File: src/program.hex
// instruction rom image, 64 words of 32-bit hex, four words per line
// first column of data line n holds word 4*n, byte address 16*n
3c081000 25080001 01095021 10850003
25290001 8d0a0004 ad0a0008 14a6fffb
00000000 35290010 08000010 25080002
01095021 0c000020 25290003 3c090002
8d0b0010 03e00008 25080004 ad0b000c
0040f809 00000000 25290005 01095023
10000002 1500fffe 25080006 35290020
8d0c0014 25290007 11090004 00000000
3c0a0004 25080008 ad0c0018 0800001c
25290009 01095021 1520fff8 2508000a
8d0d001c 3529ffff 0c00003c 00000000
2508000b ad0d0020 03200008 2529000c
01095021 11400010 2508000d 8d0e0024
00000000 0120f809 2529000e 3c0b0008
2508000f 1560ffe0 ad0e0028 01095021
25290010 08000000 00000000 2508ffff

File: src/source/fetch_pkg.sv
`default_nettype none

package fetch_pkg;

	// ############################################################
	// sizes
	// ############################################################
	localparam int ROM_WORDS   = 64;                  // instruction rom depth in words
	localparam int QUEUE_DEPTH = 4;                   // queue slots == credits after reset
	localparam int QUEUE_PTR_W = $clog2(QUEUE_DEPTH); // read / write pointer width

	typedef logic [31:0]                    word_t;      // instruction or data word
	typedef logic [31:0]                    addr_t;      // byte address
	typedef logic [$clog2(ROM_WORDS)-1:0]   rom_index_t; // word index into the rom
	typedef logic [2:0]                     credit_t;    // 0 .. QUEUE_DEPTH
	typedef logic [QUEUE_PTR_W-1:0]         q_ptr_t;     // queue slot pointer

	localparam addr_t PC_STEP = 32'd4; // one word

	// ############################################################
	// fixed instruction words and decode fields
	// ############################################################
	localparam word_t INT_CALL_WORD = 32'h0340_d809; // jalr $i1, $i0
	localparam word_t NOP_WORD      = 32'h0000_0000; // sll $0, $0, 0

	localparam logic [5:0] OP_SPECIAL = 6'h00; // r-type, look at funct
	localparam logic [5:0] OP_J       = 6'h02;
	localparam logic [5:0] OP_JAL     = 6'h03;
	localparam logic [5:0] OP_BEQ     = 6'h04;
	localparam logic [5:0] OP_BNE     = 6'h05;
	localparam logic [5:0] FN_JR      = 6'h08;
	localparam logic [5:0] FN_JALR    = 6'h09;

	// ############################################################
	// bundles
	// ############################################################
	typedef struct packed {
		addr_t pc;       // address the word was fetched from
		word_t inst;     // fetched or injected word
		logic  injected; // interrupt call or its slot nop
	} fetch_pkt_t;

	typedef struct packed {
		logic  valid;  // resolved branch / jump
		addr_t target; // new fetch address
	} redirect_t;

	typedef enum logic [1:0] {
		IDLE,      // normal fetch
		WAIT_SLOT, // delay slot still to be pushed
		CALL,      // inject handler call
		SLOT       // inject nop for its delay slot
	} int_state_e;

endpackage

`default_nettype wire

File: src/source/inst_rom.sv
`timescale 1ns/1ps
`default_nettype none

module inst_rom (
	input  wire fetch_pkg::addr_t addr,
	output fetch_pkg::word_t      data
);

	fetch_pkg::word_t      mem [fetch_pkg::ROM_WORDS]; // program image
	fetch_pkg::rom_index_t index;                      // word index, wraps past the end

	initial begin
		$readmemh("/design/src/program.hex", mem);
	end

	// drop the byte offset, keep only the low index bits
	assign index = addr[2 +: $bits(fetch_pkg::rom_index_t)];

	assign data = mem[index]; // async read

endmodule

`default_nettype wire

File: src/source/int_ctrl.sv
`timescale 1ns/1ps
`default_nettype none

module int_ctrl (
	input  wire  clk,
	input  wire  rst,
	input  wire  irq,         // level request
	input  wire  eret,        // return from handler
	input  wire  int_taken,   // fetch committed to the call
	output logic int_req,
	output logic int_enabled
);

	logic enable; // global interrupt enable

	// ############################################################
	// enable bit
	// ############################################################
	always_ff @(posedge clk) begin
		if (rst) begin
			enable <= 1'b1; // interrupts on out of reset
		end else if (int_taken) begin
			enable <= 1'b0; // auto-disable while handler runs
		end else if (eret) begin
			enable <= 1'b1; // handler done
		end
	end

	// masked request, so a taken interrupt cannot fire again
	// until the handler returns
	assign int_req     = irq && enable;
	assign int_enabled = enable;

endmodule

`default_nettype wire

File: src/source/fetch_queue.sv
`timescale 1ns/1ps
`default_nettype none

module fetch_queue (
	input  wire                        clk,
	input  wire                        rst,
	input  wire                        push,          // credit already spent by fetch
	input  wire fetch_pkg::fetch_pkt_t push_pkt,
	input  wire                        pop,           // decode side
	output fetch_pkg::fetch_pkt_t      head,
	output logic                       head_valid,
	output logic                       credit_return  // one pulse per real pop
);

	fetch_pkg::fetch_pkt_t mem [fetch_pkg::QUEUE_DEPTH]; // packet storage
	fetch_pkg::q_ptr_t     wr_ptr;                       // next free slot
	fetch_pkg::q_ptr_t     rd_ptr;                       // oldest packet
	fetch_pkg::credit_t    count;                        // packets held
	logic                  pop_ok;                       // pop of a valid head

	// ############################################################
	// status
	// ############################################################
	assign head_valid = (count != '0);
	assign pop_ok     = pop && head_valid; // pop on empty is ignored
	assign head       = mem[rd_ptr];

	// ############################################################
	// storage, no full check since credits bound the fill level
	// ############################################################
	always_ff @(posedge clk) begin
		if (push) begin
			mem[wr_ptr] <= push_pkt;
		end
	end

	// ############################################################
	// pointers, count and credit pulse
	// ############################################################
	always_ff @(posedge clk) begin
		if (rst) begin
			wr_ptr        <= '0;
			rd_ptr        <= '0;
			count         <= '0;
			credit_return <= 1'b0;
		end else begin
			if (push) begin
				wr_ptr <= wr_ptr + fetch_pkg::q_ptr_t'(1); // wraps, depth is a power of 2
			end
			if (pop_ok) begin
				rd_ptr <= rd_ptr + fetch_pkg::q_ptr_t'(1);
			end
			count <= count
				+ fetch_pkg::credit_t'(push)
				- fetch_pkg::credit_t'(pop_ok); // both at once leaves it unchanged
			credit_return <= pop_ok; // slot freed, hand the credit back
		end
	end

endmodule

`default_nettype wire

File: src/source/fetch_stage.sv
`timescale 1ns/1ps
`default_nettype none

module fetch_stage (
	input  wire                        clk,
	input  wire                        rst,
	input  wire fetch_pkg::redirect_t  redirect,      // branch / jump from execute
	output fetch_pkg::addr_t           rom_addr,
	input  wire fetch_pkg::word_t      rom_data,
	input  wire                        credit_return, // one slot freed in the queue
	output logic                       push,
	output fetch_pkg::fetch_pkt_t      push_pkt,
	input  wire                        int_req,       // masked request
	output logic                       int_taken
);

	fetch_pkg::addr_t      pc;       // address being fetched
	fetch_pkg::credit_t    credits;  // free queue slots known here
	fetch_pkg::int_state_e state;
	fetch_pkg::int_state_e state_nx;
	logic                  last_ctl; // last pushed word was a branch / jump
	logic                  running;  // set one cycle after reset releases
	logic                  push_ok;  // push opportunity this cycle
	logic                  in_seq;   // injecting call or slot nop
	logic                  take;     // commit to the interrupt

	// control transfer decode, these all own a delay slot
	function automatic logic is_ctl(input fetch_pkg::word_t w);
		logic [5:0] op;
		logic [5:0] fn;
		op = w[31:26];
		fn = w[5:0];
		return (op == fetch_pkg::OP_BEQ) || (op == fetch_pkg::OP_BNE)
			|| (op == fetch_pkg::OP_J) || (op == fetch_pkg::OP_JAL)
			|| ((op == fetch_pkg::OP_SPECIAL)
				&& ((fn == fetch_pkg::FN_JR) || (fn == fetch_pkg::FN_JALR)));
	endfunction

	// ############################################################
	// push decision
	// ############################################################
	assign in_seq  = (state == fetch_pkg::CALL) || (state == fetch_pkg::SLOT);
	assign push_ok = running && !redirect.valid && (credits != '0); // redirect squashes

	// take uses the opportunity itself, the call goes out on the next one
	assign take      = push_ok && !in_seq && int_req && !last_ctl;
	assign int_taken = take;
	assign push      = push_ok && !take;
	assign rom_addr  = pc;

	// packet mux: rom word or one of the two injected words
	always_comb begin
		push_pkt.pc       = pc; // injected words keep the displaced pc
		push_pkt.injected = in_seq;
		case (state)
			fetch_pkg::CALL: push_pkt.inst = fetch_pkg::INT_CALL_WORD;
			fetch_pkg::SLOT: push_pkt.inst = fetch_pkg::NOP_WORD;
			default:         push_pkt.inst = rom_data;
		endcase
	end

	// ############################################################
	// interrupt injection fsm, advances only on push opportunities
	// ############################################################
	always_comb begin
		state_nx = state;
		if (push_ok) begin
			case (state)
				fetch_pkg::IDLE, fetch_pkg::WAIT_SLOT: begin
					if (!int_req) begin
						state_nx = fetch_pkg::IDLE; // request gone, plain fetch
					end else if (last_ctl) begin
						state_nx = fetch_pkg::WAIT_SLOT; // let the delay slot out first
					end else begin
						state_nx = fetch_pkg::CALL;
					end
				end
				fetch_pkg::CALL: state_nx = fetch_pkg::SLOT;
				default:         state_nx = fetch_pkg::IDLE; // slot nop done
			endcase
		end
	end

	// ############################################################
	// pc, credits and flags
	// ############################################################
	always_ff @(posedge clk) begin
		if (rst) begin
			pc       <= '0;
			credits  <= fetch_pkg::credit_t'(fetch_pkg::QUEUE_DEPTH); // queue empty
			state    <= fetch_pkg::IDLE;
			last_ctl <= 1'b0;
			running  <= 1'b0;
		end else begin
			running <= 1'b1;
			state   <= state_nx;
			credits <= credits
				- fetch_pkg::credit_t'(push)
				+ fetch_pkg::credit_t'(credit_return); // returned credit usable next cycle
			if (redirect.valid) begin
				pc <= redirect.target; // also during call / slot, sequence continues
			end else if (push && !in_seq) begin
				pc <= pc + fetch_pkg::PC_STEP; // pc holds under injection
			end
			if (push) begin
				last_ctl <= is_ctl(push_pkt.inst); // injected jalr counts too
			end
		end
	end

endmodule

`default_nettype wire

File: src/source/fetch_top.sv
`timescale 1ns/1ps
`default_nettype none

module fetch_top (
	input  wire                       clk,
	input  wire                       rst,
	input  wire fetch_pkg::redirect_t redirect,
	input  wire                       irq,
	input  wire                       eret,
	input  wire                       pop,
	output fetch_pkg::fetch_pkt_t     head,
	output logic                      head_valid,
	output logic                      int_enabled
);

	fetch_pkg::addr_t      rom_addr;
	fetch_pkg::word_t      rom_data;
	logic                  push;          // fetch -> queue
	fetch_pkg::fetch_pkt_t push_pkt;
	logic                  credit_return; // queue -> fetch
	logic                  int_req;       // controller -> fetch
	logic                  int_taken;     // fetch -> controller

	// ############################################################
	// front end
	// ############################################################
	inst_rom i_inst_rom (
		.addr (rom_addr),
		.data (rom_data)
	);

	int_ctrl i_int_ctrl (
		.clk         (clk),
		.rst         (rst),
		.irq         (irq),
		.eret        (eret),
		.int_taken   (int_taken),
		.int_req     (int_req),
		.int_enabled (int_enabled)
	);

	fetch_stage i_fetch_stage (
		.clk           (clk),
		.rst           (rst),
		.redirect      (redirect),
		.rom_addr      (rom_addr),
		.rom_data      (rom_data),
		.credit_return (credit_return),
		.push          (push),
		.push_pkt      (push_pkt),
		.int_req       (int_req),
		.int_taken     (int_taken)
	);

	fetch_queue i_fetch_queue (
		.clk           (clk),
		.rst           (rst),
		.push          (push),
		.push_pkt      (push_pkt),
		.pop           (pop),
		.head          (head),
		.head_valid    (head_valid),
		.credit_return (credit_return)
	);

endmodule

`default_nettype wire

File: config.mk
export PLATFORM = sky130hd
export DESIGN_NAME = fetch_top
export DESIGN_NICKNAME = d
export VERILOG_FILES = /design/src/source/fetch_pkg.sv /design/src/source/inst_rom.sv /design/src/source/int_ctrl.sv /design/src/source/fetch_queue.sv /design/src/source/fetch_stage.sv /design/src/source/fetch_top.sv
export SDC_FILE = /design/constraint.sdc
export NUM_CORES = 1
export LEC_CHECK = 0
export ABC_AREA = 1
export ABC_CLOCK_PERIOD_IN_PS = 3700
export BUFFER_PORTS_ARGS = -buffer_cell sky130_fd_sc_hd__buf_2
export CAP_MARGIN = 20
export CORE_ASPECT_RATIO = 0.6
export CORE_MARGIN = 2
export CORE_UTILIZATION = 50
export DETAILED_ROUTE_END_ITERATION = 16
export GPL_TIMING_DRIVEN = 0
export PLACE_DENSITY = 0.74
export SETUP_SLACK_MARGIN = 0.1
export SLEW_MARGIN = 25
export SYNTH_ARGS = -nofsm -noshare
export SYNTH_HDL_FRONTEND = slang
export SYNTH_SLANG_ARGS = --single-unit
File: constraint.sdc
create_clock -name clk -period 3.7 [get_ports clk]
set_input_delay 0.185 -clock clk [delete_from_list [all_inputs] [get_ports clk]]
set_output_delay 0.185 -clock clk [all_outputs]
set_load 0.02 [all_outputs]
==> Word-level counts from Yosys, hierarchy flattened <==
Memory sizes are Yosys's and may differ from the RTL's. A register that Yosys moved wholly into a read port is not among the register bits.
Index checks and enable logic that the tools add are counted.
{ "totals": {"reg_bits": 48, "ram_bits": 260, "in_bits": 38, "wordCells": 67, "mem_count": 1} }
{ "classes": {"addsub": 7, "n_eq_ne": 9, "muxes": 13, "reduce_logical": 27} }
{ "memory_table": {"columns": ["name", "words", "word_bits", "read_ports", "rd_ports_with_merged_regs", "wr", "line", "rtl"], "rows": [
  ["i_fetch_queue.mem", 4, 65, 1, 1, 1, "fetch_queue.sv:15", "fetch_pkg::fetch_pkt_t mem [fetch_pkg::QUEUE_DEPTH];"]
]} }
{ "ops": {"columns": ["op", "n"], "rows": [
  ["32-bit 2-to-1 mux", 2],
  ["32-bit one-hot mux with 2 select lines", 1],
  ["32-bit by 3-bit adder with 32-bit output (second input constant)", 1],
  ["6-bit by 2-bit == test with 1-bit output (second input constant)", 2],
  ["6-bit by 3-bit == test with 1-bit output (second input constant)", 2],
  ["6-bit by 4-bit == test with 1-bit output (second input constant)", 2],
  ["1-bit logical AND", 10],
  ["2-bit 2-to-1 mux", 4],
  ["3-bit by 1-bit adder with 3-bit output", 2],
  ["6-bit logical NOT", 1],
  ["1-bit logical OR", 6],
  ["3-bit nonzero test", 2],
  ["3-bit by 1-bit subtractor with 3-bit output", 2],
  ["1-bit 2-to-1 mux", 5],
  ["2-bit by 1-bit adder with 2-bit output (second input constant)", 2],
  ["2-bit == test (second input constant)", 2],
  ["1-bit logical NOT", 4],
  ["2-bit one-hot mux with 2 select lines", 1],
  ["2-bit nonzero test", 2],
  ["2-bit by 1-bit == test with 1-bit output (second input constant)", 1],
  ["2-bit logical NOT", 1],
  ["2-bit OR reduction", 1]
]} }

==> Depth between registers and ports, before layout <==
{ "logic_depth": {"word_depth": 11, "ltp_mapped": 12, "mapped_depth_nobuf": 11} }

==> Modules after synthesis <==
From an unflattened synthesis, not the netlist that was laid out.
{ "unflattened": {"cells_unflattened": 1288, "area_unflattened_um2": 13873.3} }
{ "by_module_without_submodules": {"columns": ["mod", "instances", "cells_per_inst", "area_each_um2"], "rows": [
  ["fetch_queue", 1, 693, 10451.3],
  ["fetch_stage", 1, 555, 3134.3],
  ["inst_rom", 1, 33, 244.0],
  ["int_ctrl", 1, 7, 43.8]
]} }

==> Worst setup path after synthesis <==
OpenSTA, ideal clock, no wires.
{ "synth_path": {"path_kind": "reg2reg", "startpoint": "reg i_fetch_stage.state[1]", "endpoint": "mem i_fetch_queue.mem[0][0] (netlist name) (enable)", "setup_time_ps": 425, "t_arrival_ps": 2319, "required_ps": 3275, "slack_ps": 956, "path_stages_with_launch": 6, "path_buffers": 1, "synth_period_minus_slack_ps": 2744, "path_cell_list": "dfxtp_1 > inv_2 > nand4_4 > nand3_2 > buf_2 > nor2_1"} }
{ "synth_between": {"elab_chain_cells": 10, "elab_cells_between_ends": 11, "classes_between": "eq/ne: 2; mux: 2; reduce/logical: 7"} }
{ "synth_rtl": {"columns": ["element", "line", "rtl"], "rows": [
  ["from (decl)", "fetch_stage.sv:19", "fetch_pkg::int_state_e state;"],
  ["from (signal assigned)", "fetch_stage.sv:91", "state <= fetch_pkg::IDLE;"],
  ["from (signal assigned)", "fetch_stage.sv:96", "state <= state_nx;"],
  ["2-bit == test", "fetch_stage.sv:42", "assign in_seq = (state == fetch_pkg::CALL) || (state == fetch_pkg::SLOT);"],
  ["1-bit logical OR (*)", "fetch_stage.sv:42", null],
  ["1-bit logical NOT (*)", "fetch_stage.sv:46", "assign take = push_ok && !in_seq && int_req && !last_ctl;"],
  ["1-bit logical AND (*) (3 in series)", "fetch_stage.sv:46", null],
  ["1-bit logical NOT (*)", "fetch_stage.sv:48", "assign push = push_ok && !take;"],
  ["1-bit logical AND (*)", "fetch_stage.sv:48", null],
  ["1-bit 2-to-1 mux (*)", "fetch_queue.sv:32", "if (push) begin"],
  ["1-bit 2-to-1 mux (not written as such) (*)", "fetch_queue.sv:33", "mem[wr_ptr] <= push_pkt;"],
  ["to (decl)", "fetch_queue.sv:15", null]
]} }
Mark *: on every way between the ends. The rest lies on a longest branch, timed or not.

==> flow_metrics.tcl <==
set metrics [dict create \
    start_util_pct 51.4 \
    diodes 0 \
    ant_nets 0 \
    slew_headroom_pct 54.3 \
    path_depth 7 \
    p_per_area_mw_per_mm2 575 \
    dp.cells 1190 \
    final_hold_viol_count 0 \
    min_path_cells 3 \
    period_needed_ns 2.60 \
    cts_setup_buffers 0 \
    critPathBufInv 5 \
    crit_type "reg -> out" \
    finalNonFillerCells 1225 \
    synth-edff-count 136 \
    ys.warnings.count 0 \
    drv_cap 0 \
    skew_ns 0.00965 \
    crit_path_max_fanout 10 \
    drt_pass1_iterations 5 \
    outcome "finished, final reports clean" \
    numCtsBuffers 17 \
    path_cells "clkbuf_1, inv_1, clkbuf_1, nor2_1, o22ai_1, buf_4, buf_2" \
    grt_pass1_wl_um 31900 \
    chipWidth_um 171 \
    rows 36 \
    synth-seq-area-share_pct 60.7 \
    setup_viol_count_final 0 \
    r2r_cells 12 \
    synth_cell_type_count 44 \
    r2r_start "i_fetch_stage.state[1]" \
    critPathArrivalTime_ns 2.42 \
    cpMostUsedCell "clkbuf_1" \
    synth_cells 856 \
    pin_count 105 \
    clk_latency_ns 0.43 \
    numPortBuffers 80 \
    fmax_ghz 0.384 \
    cts_root_buf "clkbuf_16" \
    power_mw 5.70 \
    totalWireLength_um 20900 \
    start_kind "register" \
    post_cts_resized 0 \
    globalRouteOverflowTotal 0 \
    leakage_nw 3.75 \
    drt_iter0_drc 919 \
    cpPeakStageDelay_ns 0.51 \
    crit_required_ns 3.51 \
    min_to "i_fetch_stage.rom_addr[4]" \
    cts_max_level 4 \
    nets 1033 \
    via_per_inst 5.31 \
    syn_area_per_cell_sq_um 9.78 \
    maxSlewViolCount 0 \
    grt_max_degree 24 \
    mostFrequentLayoutCells "nand2_1, nor2_1, edfxtp_1, buf_2, o21ai_0" \
    async_flop_share_pct 0 \
    min_from "redirect[4]" \
    dp_hpwl_um 14600 \
    hold_buffers 3 \
    grtUsageTotal_pct 23.8 \
    fin_crit_sh_pct 70.3 \
    whs_ns 0.0247 \
    cts.clk_slew.worst_paths_ns 0.07 \
    final_common_cell "nand2_1" \
    reg2reg_to "i_fetch_stage.credits[2]" \
    crit_family "buffers and inverters" \
    wl_per_cell_um 17.1 \
    reg2reg_slack_ns 1.15 \
    worstHoldPathType "in -> reg" \
    antenna_found_initial 0 \
    core-area_sq_mm 0.0163 \
    fp.dieArea_sq_mm 0.0178 \
    area_growth_pct 18.4 \
    synth_area_sq_mm 0.00838 \
    grt_pass1_vias 5728 \
    cp-end-kind "output pin" \
    gp_congestion 0.919 \
    cpMaxStageDelayCell "o22ai_1" \
    clockBufferDepth 2 \
    setup-tns-final_ns 0 \
    layout-drive-gt1-share_pct 18.3 \
    synth_seq_cells 186 \
    cts_tree "built" \
    vias 6506 \
    drc 0 \
    rsz0062_at_grt "no" \
    tightest_slew_ns 0.684 \
    fp.dieH_um 104 \
    irDropWorstVdd_v 0.000343 \
    clock_sinks 186 \
    synth-main-ff-cell "edfxtp_1" \
]
[layout make-up]
class | count | area, sq um
fillers | 1379 | 6390
plain buffers | 71 | 419
repair buffers | 87 | 541
clock buffers | 18 | 429
well taps | 228 | 285
multi-input cells | 562 | 2760
clock inverters | 14 | 170
flip-flops and latches | 186 | 5080
inverters | 59 | 221
[how the worst max path moves through the flow]
stage and to:
6_report head[15], 5_1_grt head[26], 4_1_cts head[16], 3_5_place_dp i_fetch_stage.credits[2]
3_3_place_gp i_fetch_queue.mem[0][60], 2_1_floorplan i_fetch_queue.mem[0][0]
[state kept, by name, indices dropped and copies added (netlist names), named ones only]
register                     cells
i_fetch_queue.wr_ptr             2
i_fetch_stage.running            1
i_fetch_queue.mem              136
i_fetch_stage.state              2
i_fetch_queue.count              3
i_fetch_queue.credit_return      1
i_fetch_stage.credits            3
i_fetch_stage.last_ctl           1
i_int_ctrl.int_enabled           1
i_fetch_queue.rd_ptr             2
i_fetch_stage.rom_addr          32
[synthesized netlist by cell type (2+ instances only)]
cell | number | share of area [%]
ha_1 | 9 | 1.3
xor2_1 | 5 | 0.52
inv_1 | 57 | 2.6
nor2_1 | 143 | 6.4
dfxtp_1 | 50 | 12
clkbuf_1 | 28 | 1.3
edfxtp_1 | 136 | 49
xnor2_1 | 5 | 0.52
a21oi_1 | 33 | 2.0
nand2_1 | 142 | 6.4
nand3b_1 | 2 | 0.18
buf_6 | 2 | 0.27
o21ai_0 | 81 | 4.8
nor2_2 | 5 | 0.37
o21bai_1 | 3 | 0.27
nand3_1 | 42 | 2.5
nor3_1 | 2 | 0.12
nand3_2 | 3 | 0.36
fa_1 | 2 | 0.48
o22ai_1 | 34 | 2.5
nand4_1 | 4 | 0.30
buf_2 | 8 | 0.48
a21oi_2 | 6 | 0.63
buf_4 | 31 | 2.8
a31oi_1 | 4 | 0.30
[power breakdown]
group	total, mW	internal [mW]	switching [mW]
Clock	1.82	0.920	0.898
Sequential	2.50	2.37	0.127
Combinational	1.39	0.447	0.938
Total	5.70	3.74	1.96
[worst min-delay path, cell delays in order]
cell and delay (ns):
buf_2 0.09, o211ai_1 0.07, nor2_1 0.07
[logic make-up (layout without fill, tap and decap cells)]
logic type | Yosys count | count (layout) | share of synthesized area, %
multiplexers | 1 | 1 | 0.120
other | 1 | 23 | 0.0448
AO/OA/AOI/OAI | 167 | 167 | 11.1
flip-flops | 186 | 186 | 60.7
adder cells (fa/ha/maj) | 11 | 11 | 1.82
AND/OR/NAND/NOR | 350 | 350 | 17.5
buffers and inverters | 130 | 249 | 7.65
XOR/XNOR | 10 | 10 | 1.05
[per-stage QoR]
step,util [%],setup slack [ns],area (sq um)
2_1_floorplan,-,0.956,8460
3_3_place_gp,56.1,-0.302,9140
3_5_place_dp,56.9,1.19,9280
4_1_cts,60.8,1.07,9910
5_1_grt,60.8,0.862,9910
6_report,60.8,1.10,9910
[metal layers]
layer | part of all wire [%] | GRT usage, % | up-vias
met3 | 11 | 4.15 | 19
met5 | 0 | 0 | -
met4 | 0.97 | 5.69 | 0
li1 | - | - | 3132
met1 | 45 | 37.6 | 3030
met2 | 42 | 33.8 | 325
No activity file was read; power rests on OpenSTA's default activity.
